File: config.mk
export PLATFORM = sky130hd
export DESIGN_NAME = uart_top
export DESIGN_NICKNAME = d
export VERILOG_FILES = /design/src/source/uart_pkg.sv /design/src/source/uart_baud_gen.sv /design/src/source/uart_tx.sv /design/src/source/uart_rx.sv /design/src/source/uart_top.sv
export VERILOG_INCLUDE_DIRS = /design/src /design/src/source
export SDC_FILE = /design/constraint.sdc
export NUM_CORES = 1
export LEC_CHECK = 0
export BUFFER_PORTS_ARGS = -buffer_cell sky130_fd_sc_hd__buf_2
export CORE_MARGIN = 2
export CORE_UTILIZATION = 60
export DETAILED_ROUTE_END_ITERATION = 10
export PLACE_DENSITY = 0.89
export SKIP_CTS_REPAIR_TIMING = 1
export SLEW_MARGIN = 40
export SYNTH_ARGS = -nofsm -noshare
export SYNTH_HDL_FRONTEND = slang
export SYNTH_SLANG_ARGS = --single-unit
File: constraint.sdc
create_clock -name clk -period 4.5 [get_ports clk]
set_clock_uncertainty 0.05 [all_clocks]
set_input_delay 0.45 -clock clk [delete_from_list [all_inputs] [get_ports clk]]
set_output_delay 0.45 -clock clk [all_outputs]
set_load 0.03 [all_outputs]
File: src/source/uart_defines.svh
`ifndef UART_DEFINES_SVH
`define UART_DEFINES_SVH

// frame format, fixed at build time

`define UART_DATA_WIDTH 8 // data bits per frame

`define UART_PARITY_EN 1'b1 // 1 adds a parity bit after the data

`define UART_PARITY_ODD 1'b0 // 0 even, 1 odd

`define UART_CLKS_PER_BIT 8 // clock cycles per bit period

// depth of the rx pin synchronizer
`define UART_SYNC_STAGES 3

`endif

File: src/source/uart_pkg.sv
`default_nettype none

`include "uart_defines.svh"

package uart_pkg;

	typedef logic [`UART_DATA_WIDTH-1:0] uart_data_t; // one data word

	typedef logic [$clog2(`UART_CLKS_PER_BIT)-1:0] baud_cnt_t; // cycles within a bit

	typedef logic [$clog2(`UART_DATA_WIDTH)-1:0] bit_idx_t; // data bit position

	// received word plus line status
	typedef struct packed {
		uart_data_t data;
		logic parity_error; // parity bit mismatch
		logic frame_error; // stop bit sampled low
	} rx_result_t;

	typedef enum logic [2:0] {
		TX_IDLE,
		TX_START,
		TX_DATA,
		TX_PARITY,
		TX_STOP
	} tx_state_e;

	typedef enum logic [2:0] {
		RX_IDLE,
		RX_START,
		RX_DATA,
		RX_PARITY,
		RX_STOP
	} rx_state_e;

endpackage

`default_nettype wire

File: src/source/uart_baud_gen.sv
`timescale 1ns/1ps
`default_nettype none

`include "uart_defines.svh"

module uart_baud_gen
	import uart_pkg::*;
(
	input wire logic clk,
	input wire logic reset,
	output logic o_tick
);

	localparam baud_cnt_t CNT_LAST = baud_cnt_t'(`UART_CLKS_PER_BIT - 1);

	baud_cnt_t cnt_q; // free-running bit phase

	always_ff @(posedge clk) begin
		if (reset) begin
			cnt_q <= '0;
		end else if (cnt_q == CNT_LAST) begin
			cnt_q <= '0; // wrap
		end else begin
			cnt_q <= cnt_q + baud_cnt_t'(1);
		end
	end

	// one cycle per bit period, at the wrap
	assign o_tick = (cnt_q == CNT_LAST);

endmodule

`default_nettype wire

File: src/source/uart_tx.sv
`timescale 1ns/1ps
`default_nettype none

`include "uart_defines.svh"

module uart_tx
	import uart_pkg::*;
(
	input wire logic clk,
	input wire logic reset,
	input wire logic i_tick,
	input wire logic i_tx_en,
	input wire uart_data_t i_tx_data,
	output logic o_tx_busy,
	output logic o_serial_out
);

	localparam bit_idx_t IDX_LAST = bit_idx_t'(`UART_DATA_WIDTH - 1);

	tx_state_e state_q;
	bit_idx_t bit_idx_q; // data bit now on the line
	logic busy_q;
	logic serial_q; // registered line driver
	uart_data_t shift_q; // piso, lsb goes out first
	logic parity_q;
	logic tx_accept;
	logic tx_shift;

	assign tx_accept = i_tx_en && !busy_q; // requests ignored while busy

	// next data bit leaves the register on start and data ticks
	assign tx_shift = i_tick && ((state_q == TX_START) || (state_q == TX_DATA));

	always_ff @(posedge clk) begin
		if (tx_accept) begin
			shift_q <= i_tx_data;
			parity_q <= (^i_tx_data) ^ `UART_PARITY_ODD;
		end else if (tx_shift) begin
			shift_q <= shift_q >> 1;
		end
	end

	always_ff @(posedge clk) begin
		if (reset) begin
			state_q <= TX_IDLE;
			bit_idx_q <= '0;
			busy_q <= 1'b0;
			serial_q <= 1'b1; // line idles high
		end else begin
			case (state_q)
				TX_IDLE: begin
					if (tx_accept) begin
						busy_q <= 1'b1; // wait here for the next tick
					end else if (busy_q && i_tick) begin
						serial_q <= 1'b0; // start bit
						state_q <= TX_START;
					end
				end
				TX_START: begin
					if (i_tick) begin
						serial_q <= shift_q[0];
						bit_idx_q <= '0;
						state_q <= TX_DATA;
					end
				end
				TX_DATA: begin
					if (i_tick) begin
						if (bit_idx_q == IDX_LAST) begin
							if (`UART_PARITY_EN) begin
								serial_q <= parity_q;
								state_q <= TX_PARITY;
							end else begin
								serial_q <= 1'b1; // stop bit
								state_q <= TX_STOP;
							end
						end else begin
							serial_q <= shift_q[0];
							bit_idx_q <= bit_idx_q + bit_idx_t'(1);
						end
					end
				end
				TX_PARITY: begin
					if (i_tick) begin
						serial_q <= 1'b1; // stop bit
						state_q <= TX_STOP;
					end
				end
				TX_STOP: begin
					if (i_tick) begin
						busy_q <= 1'b0; // drops one cycle after the final tick
						state_q <= TX_IDLE;
					end
				end
				default: begin
					state_q <= TX_IDLE;
				end
			endcase
		end
	end

	assign o_tx_busy = busy_q;
	assign o_serial_out = serial_q;

endmodule

`default_nettype wire

File: src/source/uart_rx.sv
`timescale 1ns/1ps
`default_nettype none

`include "uart_defines.svh"

module uart_rx
	import uart_pkg::*;
(
	input wire logic clk,
	input wire logic reset,
	input wire logic i_serial_in,
	output logic o_rx_valid,
	output rx_result_t o_rx_result
);

	localparam baud_cnt_t CNT_HALF = baud_cnt_t'(`UART_CLKS_PER_BIT / 2 - 1);
	localparam baud_cnt_t CNT_FULL = baud_cnt_t'(`UART_CLKS_PER_BIT - 1);
	localparam bit_idx_t IDX_LAST = bit_idx_t'(`UART_DATA_WIDTH - 1);

	logic [`UART_SYNC_STAGES-1:0] sync_q; // pin synchronizer, [0] is first
	logic line_prev_q;
	logic line_now;
	logic start_edge;

	rx_state_e state_q;
	baud_cnt_t cnt_q; // restarted on every start edge
	bit_idx_t bit_idx_q;
	uart_data_t shift_q;
	logic parity_err_q;
	logic valid_q;
	rx_result_t result_q;
	logic half_done;
	logic bit_done;

	assign line_now = sync_q[`UART_SYNC_STAGES-1];
	assign start_edge = line_prev_q && !line_now; // high to low at sync output
	assign half_done = (cnt_q == CNT_HALF);
	assign bit_done = (cnt_q == CNT_FULL);

	always_ff @(posedge clk) begin
		if (reset) begin
			sync_q <= '1; // idle line
			line_prev_q <= 1'b1;
		end else begin
			sync_q <= {sync_q[`UART_SYNC_STAGES-2:0], i_serial_in};
			line_prev_q <= line_now;
		end
	end

	// data and parity status, cleared when a start bit is confirmed
	always_ff @(posedge clk) begin
		if ((state_q == RX_START) && half_done) begin
			parity_err_q <= 1'b0;
		end
		if ((state_q == RX_DATA) && bit_done) begin
			shift_q <= {line_now, shift_q[`UART_DATA_WIDTH-1:1]}; // lsb first
		end
		if ((state_q == RX_PARITY) && bit_done) begin
			parity_err_q <= line_now ^ (^shift_q) ^ `UART_PARITY_ODD;
		end
	end

	always_ff @(posedge clk) begin
		if (reset) begin
			state_q <= RX_IDLE;
			cnt_q <= '0;
			bit_idx_q <= '0;
			valid_q <= 1'b0;
			result_q <= '0;
		end else begin
			valid_q <= 1'b0; // single-cycle pulse
			case (state_q)
				RX_IDLE: begin
					if (start_edge) begin
						cnt_q <= '0;
						state_q <= RX_START;
					end
				end
				RX_START: begin
					if (half_done) begin
						cnt_q <= '0;
						bit_idx_q <= '0;
						// a high line at mid start bit was a glitch
						state_q <= line_now ? RX_IDLE : RX_DATA;
					end else begin
						cnt_q <= cnt_q + baud_cnt_t'(1);
					end
				end
				RX_DATA: begin
					if (bit_done) begin
						cnt_q <= '0;
						if (bit_idx_q == IDX_LAST) begin
							state_q <= `UART_PARITY_EN ? RX_PARITY : RX_STOP;
						end else begin
							bit_idx_q <= bit_idx_q + bit_idx_t'(1);
						end
					end else begin
						cnt_q <= cnt_q + baud_cnt_t'(1);
					end
				end
				RX_PARITY: begin
					if (bit_done) begin
						cnt_q <= '0;
						state_q <= RX_STOP;
					end else begin
						cnt_q <= cnt_q + baud_cnt_t'(1);
					end
				end
				RX_STOP: begin
					if (bit_done) begin
						valid_q <= 1'b1;
						result_q.data <= shift_q;
						result_q.parity_error <= parity_err_q;
						result_q.frame_error <= !line_now; // stop must be high
						state_q <= RX_IDLE;
					end else begin
						cnt_q <= cnt_q + baud_cnt_t'(1);
					end
				end
				default: begin
					state_q <= RX_IDLE;
				end
			endcase
		end
	end

	assign o_rx_valid = valid_q;
	assign o_rx_result = result_q; // held until the next frame

endmodule

`default_nettype wire

File: src/source/uart_top.sv
`timescale 1ns/1ps
`default_nettype none

`include "uart_defines.svh"

module uart_top
	import uart_pkg::*;
(
	input wire logic clk,
	input wire logic reset,
	input wire logic i_tx_en,
	input wire uart_data_t i_tx_data,
	output logic o_tx_busy,
	output logic o_serial_out,
	input wire logic i_serial_in,
	output logic o_rx_valid,
	output rx_result_t o_rx_result
);

	logic baud_tick; // tx bit pacing only

	uart_baud_gen u_baud_gen (
		.clk (clk),
		.reset (reset),
		.o_tick (baud_tick)
	);

	uart_tx u_tx (
		.clk (clk),
		.reset (reset),
		.i_tick (baud_tick),
		.i_tx_en (i_tx_en),
		.i_tx_data (i_tx_data),
		.o_tx_busy (o_tx_busy),
		.o_serial_out (o_serial_out)
	);

	// rx keeps its own bit timing from the start edge
	uart_rx u_rx (
		.clk (clk),
		.reset (reset),
		.i_serial_in (i_serial_in),
		.o_rx_valid (o_rx_valid),
		.o_rx_result (o_rx_result)
	);

endmodule

`default_nettype wire

==> results of run 1 <==
-- state kept, by name, indices dropped and copies added, names as in the netlist, 3 cells and up --
signal / cells
u_rx.shift_q: 8
u_tx.bit_idx_q: 3
u_baud_gen.cnt_q: 3
u_rx.o_rx_result: 10
u_rx.cnt_q: 3
u_tx.state_q: 3
u_tx.shift_q: 8
u_rx.state_q: 3
u_rx.sync_q: 3
u_rx.bit_idx_q: 3
-- worst max path at each step --
stage | from | end | cells after the start
global placement | u_rx.state_q[1] | u_rx.shift_q[7] | 3
global route | u_rx.cnt_q[0] | u_rx.o_rx_result[6] | 4
CTS | u_rx.cnt_q[0] | u_rx.o_rx_result[6] | 4
detailed placement | u_rx.state_q[1] | u_rx.shift_q[5] | 3
finish | u_rx.cnt_q[0] | u_rx.o_rx_result[6] | 4
floorplan | u_tx.o_tx_busy | u_tx.shift_q[7] | 4
-- routing by layer --
layer / vias to the layer above / wire length (µm) / global-route usage, %
met4: 0 / 95 / 10.25
met1: 784 / 1910 / 28.28
met5: - / 0 / 0
met2: 50 / 2021 / 31.67
met3: 10 / 192 / 4.112
li1: 873 / - / -
-- final cells by class --
cell class | count | share of cell area, %
timing repair buffer | 24 | 4.571
tap | 50 | 2.381
sequential | 53 | 47.24
clock buffer | 6 | 2.762
clock inverter | 2 | 0.5238
inverter | 5 | 0.8095
multi-input combinational | 167 | 41.71
-- power breakdown --
group	internal [mW]	leakage (nW)	switching, mW
combinational	0.0205	0.606	0.0257
sequential	0.507	0.453	0.00506
clock	0.111	0.0456	0.154
total	0.638	1.10	0.184
-- layout by cell type, fill, tap and decap left out, types with 7 or more instances in the layout --
cell type and count:
dfxtp_1 35, nand2_1 34, buf_2 24, edfxtp_1 18, nor2_1 16, a21oi_1 16
xnor2_1 13, mux2i_1 11, ha_1 9, nand3_1 7
-- through the flow --
stage | hold slack [ns] | total power [mW] | setup slack [ns] | utilization [%]
CTS | 0.2675 | 0.8297 | 2.347 | 66.16
detailed placement | 0.3511 | 0.5689 | 2.435 | 63.99
finish | 0.2751 | 0.8226 | 2.354 | 66.16
floorplan | 0.3395 | 0.5573 | 2.827 | -
global route | 0.2722 | 0.8580 | 2.171 | 66.16
global placement | 0.3439 | 0.5672 | 2.513 | 63.99
-- cells by family (layout without fill, tap and decap cells) --
kind of cell	after synthesis	after routing	share of synthesized area, %
simple gates	92	92	18.91
flops	53	53	50.30
compound gates	39	39	10.24
buf+inv	19	37	5.273
xor+xnor	16	16	6.237
mux	11	11	4.463
fa+ha+maj	9	9	4.564
-- worst register-to-register path, cell delays in order, from the launching register on --
cell     delay (ns)
dfxtp_1        0.41
ha_1           0.39
nand4_1        0.66
mux2i_1        0.44
nor2_1         0.08
==> flow_summary.yaml, run 1 <==
run_status:
  status: "complete, no violations"
worst_hold_path:
  whs_path_depth: 2
  min_from: "i_serial_in"
  hp-class: "input port to register"
  hold_path_end: "u_rx.sync_q[0]"
setup_path:
  cp_max_fo: 11
  path_cells: "ha_1 -> nand4_1 -> mux2i_1 -> nor2_1"
  critical_path.slowest_cell: "nand4_1"
  worstPathRequired_ns: 4.63
  slowest_delay_ns: 0.66
  path_class: "register to register"
  reg2reg_slack_ns: 2.35
  r2r-start: "u_rx.cnt_q[0]"
  cp-start-kind: "register"
  cpLargestDelayFamily: "simple AND/OR/NAND/NOR gates"
  cp-end-kind: "register"
  worstPathArrival_ns: 2.28
  critPathBufInv: 0
  regToRegEndpoint: "u_rx.o_rx_result[6]"
  reg2regPathDepth: 4
yosys:
  synth-edff-count: 18
  ys_async_sr_fraction_pct: 0
  synthTopCellsByArea: "dfxtp_1 28%, edfxtp_1 22%, nand2_1 5.2%"
  ys_types: 50
  synth_warnings: 0
  synth_fp_nets: 260
  ys_ff_latch: 53
  netlist_instances: 239
  synthTopCellsByCount: "35 x dfxtp_1, 34 x nand2_1, 18 x edfxtp_1"
  syn_area_um2: 2467
  synth_top_area_share_pct: 28.40
  synth.most_common_cell: "dfxtp_1"
  synth.avg_cell_area_um2: 10.32
  synth_top_cell_by_area: "dfxtp_1"
  synth_flop_cell: "dfxtp_1"
  ys_seq_area_share_pct: 50.30
drt:
  routed_wl_um: 4219
  ant_nets: 0
  drc_errors: 0
  dr_total_vias: 1717
  drt_iter0_markers: 126
  via_per_inst: 5.593
  drtPass1Iterations: 5
  routedWlPerCell_um: 13.74
die:
  fp.dieW_um: 68.13
  die_area_um2: 4641
  die_height_um: 68.13
  ios: 25
  core-area_um2: 3971
  fp-row-count: 23
  start_util_pct: 62.13
timing:
  relSlewSlack_pct: 49.96
  rsz0062_at_grt: "false"
  setup_viol: 0
  hold_violations: 0
  fin_crit_ns: 2.146
  tightest_slew_ns: 0.7484
  fin_setup_tns_ns: 0
  slew_viol_final: 0
  fmax_mhz: 465.9
  period_share_pct: 47.70
placement:
  dpl_cell_area_um2: 2541
  post-dp-hpwl_um: 2767
  routabilityCongestion: 0.8473
  port_buffers: 24
  place_inst: 299
global_route:
  grt_max_degree: 36
  grt_pass1_wl_um: 7169
  grt_util_all_layers_pct: 20.80
  grt_pass1_vias: 1551
  overflow: 0
  antenna_found_initial: 0
final_layout:
  layout-drive-gt1-share_pct: 15.95
  fin_cells: 307
  post-route-cell-area_um2: 2628
  n_fill_cell: 334
  syn2layout_area_growth_pct: 6.491
  fin_nets: 277
  seqCellArea_um2: 1241
  insertedDiodeCount: 0
  multi_input_area_um2: 1096
power:
  leakagePower_nw: 1.105
  power_density_nw_per_um2: 313.1
  max-vdd-ir-drop_uv: 246.7
job:
  cap_violations: 0
clock_tree:
  clk_latency_ns: 0.31
  ctsLongestPathBuffers: 2
  root_buffer: "clkbuf_8"
  cts_sinks: 53
  cts_tree: "yes"
  htree_levels: 2
  clk_pin_slew_ns: 0.10
  cts-buffers-inserted: 5
Note: power is estimated with default switching activity, not from simulation.
==> inputs of run 2 (changes only) <==
- CORE_UTILIZATION: 60 -> 58
- PLACE_DENSITY: 0.89 -> 0.87
- clock period: 4.5 -> 2.1 ns (I/O delays scaled with it)
==> run 2 against run 1 <==
  * Worst setup slack worse by 2.1 ns
  * Combinational power up 110%
  * Via count down 0.70%
  * Die area up 3.3%
  * Critical endpoint is now u_rx.state_q[0]
==> flow_summary.yaml, run 2 (same netlist as run 1, synthesis figures left out) <==
run_status:
  status: "complete, no violations"
timing:
  slew_viol_final: 0
  fmax_mhz: 537.9
  fin_setup_tns_ns: 0
  relSlewSlack_pct: 59.60
  hold_violations: 0
  setup_viol: 0
  rsz0062_at_grt: "false"
  period_share_pct: 88.53
  fin_crit_ns: 1.859
  tightest_slew_ns: 0.6061
clock_tree:
  root_buffer: "clkbuf_8"
  cts-buffers-inserted: 5
  htree_levels: 2
  clk_latency_ns: 0.31
  clk_pin_slew_ns: 0.10
  cts_tree: "yes"
  ctsLongestPathBuffers: 2
  cts_sinks: 53
global_route:
  grt_pass1_vias: 1696
  grt_pass1_wl_um: 7100
  antenna_found_initial: 0
  grt_max_degree: 36
  overflow: 0
  grt_util_all_layers_pct: 18.39
drt:
  drtPass1Iterations: 4
  dr_total_vias: 1705
  routed_wl_um: 3945
  drc_errors: 0
  routedWlPerCell_um: 12.77
  ant_nets: 0
  via_per_inst: 5.518
  drt_iter0_markers: 82
final_layout:
  layout_common_cells: "35 x dfxtp_1, 34 x nand2_1, 24 x buf_2"
  syn2layout_area_growth_pct: 7.404
  multi_input_area_um2: 1096
  fin_nets: 279
  postLayoutCoreUtil_pct: 65.31
  insertedDiodeCount: 0
  layout_commonest_cell: "dfxtp_1"
  layout-drive-gt1-share_pct: 16.99
  seqCellArea_um2: 1241
  fin_cells: 309
  n_fill_cell: 321
  largest_reg_flops: 10
power:
  max-vdd-ir-drop_uv: 525.6
  power_density_nw_per_um2: 676.4
  leakagePower_nw: 1.115
placement:
  post-dp-hpwl_um: 2743
  place_inst: 301
  routabilityCongestion: 0.8232
  port_buffers: 24
worst_hold_path:
  min_from: "i_serial_in"
  hold_path_end: "u_rx.sync_q[0]"
  whs_path_depth: 2
  hp-class: "input port to register"
setup_path:
  reg2regPathDepth: 5
  regToRegEndpoint: "u_rx.state_q[0]"
  worstPathRequired_ns: 2.29
  cp-end-kind: "register"
  path_class: "register to register"
  r2r-start: "u_rx.cnt_q[0]"
  worstPathArrival_ns: 2.05
  cp_max_fo: 10
  cp-start-kind: "register"
  reg2reg_slack_ns: 0.24
die:
  fp.dieW_um: 69.23
  core-area_um2: 4058
  start_util_pct: 60.81
  die_height_um: 69.23
  die_area_um2: 4792
  ios: 25
  fp-row-count: 23
job:
  cap_violations: 0
## run 2: changes by cell type in the layout (fill, tap and decap cells not counted)
cell        previous run  this run
clkinvlp_4             0         1
clkinv_2               1         0
clkbuf_1               1         0
inv_4                  1         2
inv_8                  0         1
buf_4                  0         2
inv_6                  1         0
## run 2: stage by stage
stage	instance area, µm²	total power, mW	hold slack (ns)	setup slack, ns
finish	2650	1.792	0.02541	0.2409
global route	2650	1.874	0.01629	0.1375
CTS	2650	1.809	0.01909	0.2575
detailed placement	2556	1.220	0.3480	0.2879
global placement	2556	1.215	0.3451	0.3379
floorplan	2467	1.194	0.2638	0.4274
## run 2: worst max-delay path: stages, from the launching register on
cell,delay (ns)
dfxtp_1,0.39
ha_1,0.36
a2bb2oi_1,0.11
o22a_2,0.27
or4b_1,0.47
a21oi_1,0.13
## run 2: final cells by class
| class | instances | share of cell area [%] |
|---|---|---|
| multi-input cells | 167 | 41.36 |
| clock buffers | 5 | 2.597 |
| flip-flops and latches | 53 | 46.84 |
| clock inverters | 3 | 0.9443 |
| well taps | 50 | 2.361 |
| repair buffers | 26 | 5.099 |
| inverters | 5 | 0.8026 |
## run 2: worst max-delay path by stage
stage / start / to / slack (ns) / cells after the start
floorplan: u_tx.o_tx_busy / u_tx.shift_q[7] / 0.43 / 4
global route: u_rx.cnt_q[0] / u_rx.state_q[0] / 0.14 / 5
finish: u_rx.cnt_q[0] / u_rx.state_q[0] / 0.24 / 5
CTS: u_rx.cnt_q[0] / u_rx.state_q[0] / 0.26 / 5
detailed placement: u_rx.cnt_q[0] / u_rx.state_q[0] / 0.29 / 5
global placement: u_rx.cnt_q[0] / u_rx.state_q[0] / 0.34 / 5
## run 2: layer usage
metal  global-route usage [%]  vias up  part of all wire [%]
met5                        0        -                     0
met4                    10.02        0                   2.6
met3                    5.523       10                   4.1
met2                    29.59       40                    46
met1                    22.04      781                    48
li1                         -      874                     -
## run 2: report_power, final
group          switching, mW  internal [mW]  total [mW]
Sequential            0.0106           1.09        1.10
Clock                  0.354          0.244       0.598
Combinational         0.0546         0.0439      0.0985
Total                  0.419           1.37        1.79
==> inputs of run 3 (changes only) <==
- CORE_UTILIZATION: 58 -> 60
- CTS_BUF_LIST: default -> sky130_fd_sc_hd__clkbuf_8
- PLACE_DENSITY: 0.87 -> 0.89
==> run 3 against run 2 <==
  * Combinational power is 1% higher
  * Critical endpoint unchanged
  * Hold slack better by 0.012 ns
  * Worst setup slack hardly changed
  * Clock power is 19% higher
  * Sequential cell count stayed put
  * Global-route usage is 2.4 points higher
  * Clock-buffer cell count is 1 higher
  * Die area is 3.2% lower
==> flow_summary.yaml, run 3 (same netlist as run 1, synthesis figures left out) <==
clock_tree:
  cts-buffers-inserted: 5
  htree_levels: 2
  cts_sinks: 53
  clk_pin_slew_ns: 0.09
  cts_tree: "yes"
  ctsLongestPathBuffers: 2
  root_buffer: "clkbuf_8"
  clk_latency_ns: 0.31
timing:
  fin_setup_tns_ns: 0
  slew_viol_final: 0
  setup_viol: 0
  fin_crit_ns: 1.859
  fmax_mhz: 538.0
  tightest_slew_ns: 0.6364
  relSlewSlack_pct: 57.57
  rsz0062_at_grt: "false"
  hold_violations: 0
  period_share_pct: 88.51
worst_hold_path:
  whs_path_depth: 2
  hp-class: "input port to register"
drt:
  routedWlPerCell_um: 13.70
  ant_nets: 0
  drc_errors: 0
  routed_wl_um: 4232
  dr_total_vias: 1714
  via_per_inst: 5.547
  drtPass1Iterations: 4
  drt_iter0_markers: 44
setup_path:
  crit_path_end: "u_rx.state_q[0]"
  reg2reg_slack_ns: 0.24
  cp-start-kind: "register"
  cp_max_fo: 10
  regToRegEndpoint: "u_rx.state_q[0]"
  path_class: "register to register"
  cp-end-kind: "register"
  startpoint: "u_rx.cnt_q[0]"
  reg2regPathDepth: 5
  r2r-start: "u_rx.cnt_q[0]"
  worstPathRequired_ns: 2.28
  worstPathArrival_ns: 2.04
final_layout:
  layout_common_cells: "35 x dfxtp_1, 34 x nand2_1, 24 x buf_2"
  seqCellArea_um2: 1241
  syn2layout_area_growth_pct: 8.469
  layout-drive-gt1-share_pct: 16.99
  fin_nets: 279
  largest_reg_flops: 10
  n_fill_cell: 314
  fin_cells: 309
  multi_input_area_um2: 1096
  layout_commonest_cell: "dfxtp_1"
  insertedDiodeCount: 0
power:
  max-vdd-ir-drop_uv: 576.5
  leakagePower_nw: 1.126
  power_density_nw_per_um2: 711.6
die:
  start_util_pct: 62.13
  fp.dieW_um: 68.13
  die_area_um2: 4641
  ios: 25
  core-area_um2: 3971
  die_height_um: 68.13
  fp-row-count: 23
global_route:
  grt_util_all_layers_pct: 20.81
  grt_pass1_wl_um: 7155
  grt_max_degree: 36
  grt_pass1_vias: 1644
  antenna_found_initial: 0
  overflow: 0
job:
  cap_violations: 0
run_status:
  status: "complete, no violations"
placement:
  port_buffers: 24
  post-dp-hpwl_um: 2788
  place_inst: 301
  routabilityCongestion: 0.8329
-- run 3: routing by layer --
layer,vias up,global-route usage [%],wire (µm)
li1,873,-,-
met3,8,6.414,159
met1,797,25.59,1994
met2,36,33.98,2004
met4,0,8.500,74
met5,-,0,0
-- run 3: worst min-delay path by stage --
stage	from	to
floorplan	i_serial_in	u_rx.sync_q[0]
global placement	u_rx.sync_q[0]	u_rx.sync_q[1]
detailed placement	u_rx.sync_q[1]	u_rx.sync_q[2]
CTS	i_serial_in	u_rx.sync_q[0]
global route	i_serial_in	u_rx.sync_q[0]
finish	i_serial_in	u_rx.sync_q[0]
-- run 3: critical path: stages, from the launching register on --
cell and delay [ns]:
dfxtp_1 0.39, ha_1 0.36, a2bb2oi_1 0.11, o22a_2 0.28, or4b_1 0.47, a21oi_1 0.12
-- run 3: area by class of cell --
cell class	instances	area share, %
repair buffers	26	5.049
clock buffers	6	3.086
clock inverters	2	1.403
inverters	5	0.7948
well taps	50	2.338
flip-flops and latches	53	46.38
multi-input cells	167	40.95
-- run 3: where the power goes --
group	total, mW	switching, mW	internal (mW)
Combinational	0.0997	0.0558	0.0439
Clock	0.709	0.321	0.387
Sequential	1.10	0.0104	1.09
-- run 3: metrics by stage --
| stage | area [µm²] | hold WS (ns) | setup slack [ns] | util, % | power [mW] |
|---|---|---|---|---|---|
| 4_1_cts | 2676 | 0.03127 | 0.2524 | 67.39 | 1.915 |
| 6_report | 2676 | 0.03720 | 0.2413 | 67.39 | 1.904 |
| 5_1_grt | 2676 | 0.02217 | 0.08764 | 67.39 | 1.976 |
| 3_5_place_dp | 2556 | 0.3460 | 0.2930 | 64.37 | 1.219 |
| 2_1_floorplan | 2467 | 0.2638 | 0.4274 | - | 1.194 |
| 3_3_place_gp | 2556 | 0.3428 | 0.3377 | 64.37 | 1.215 |
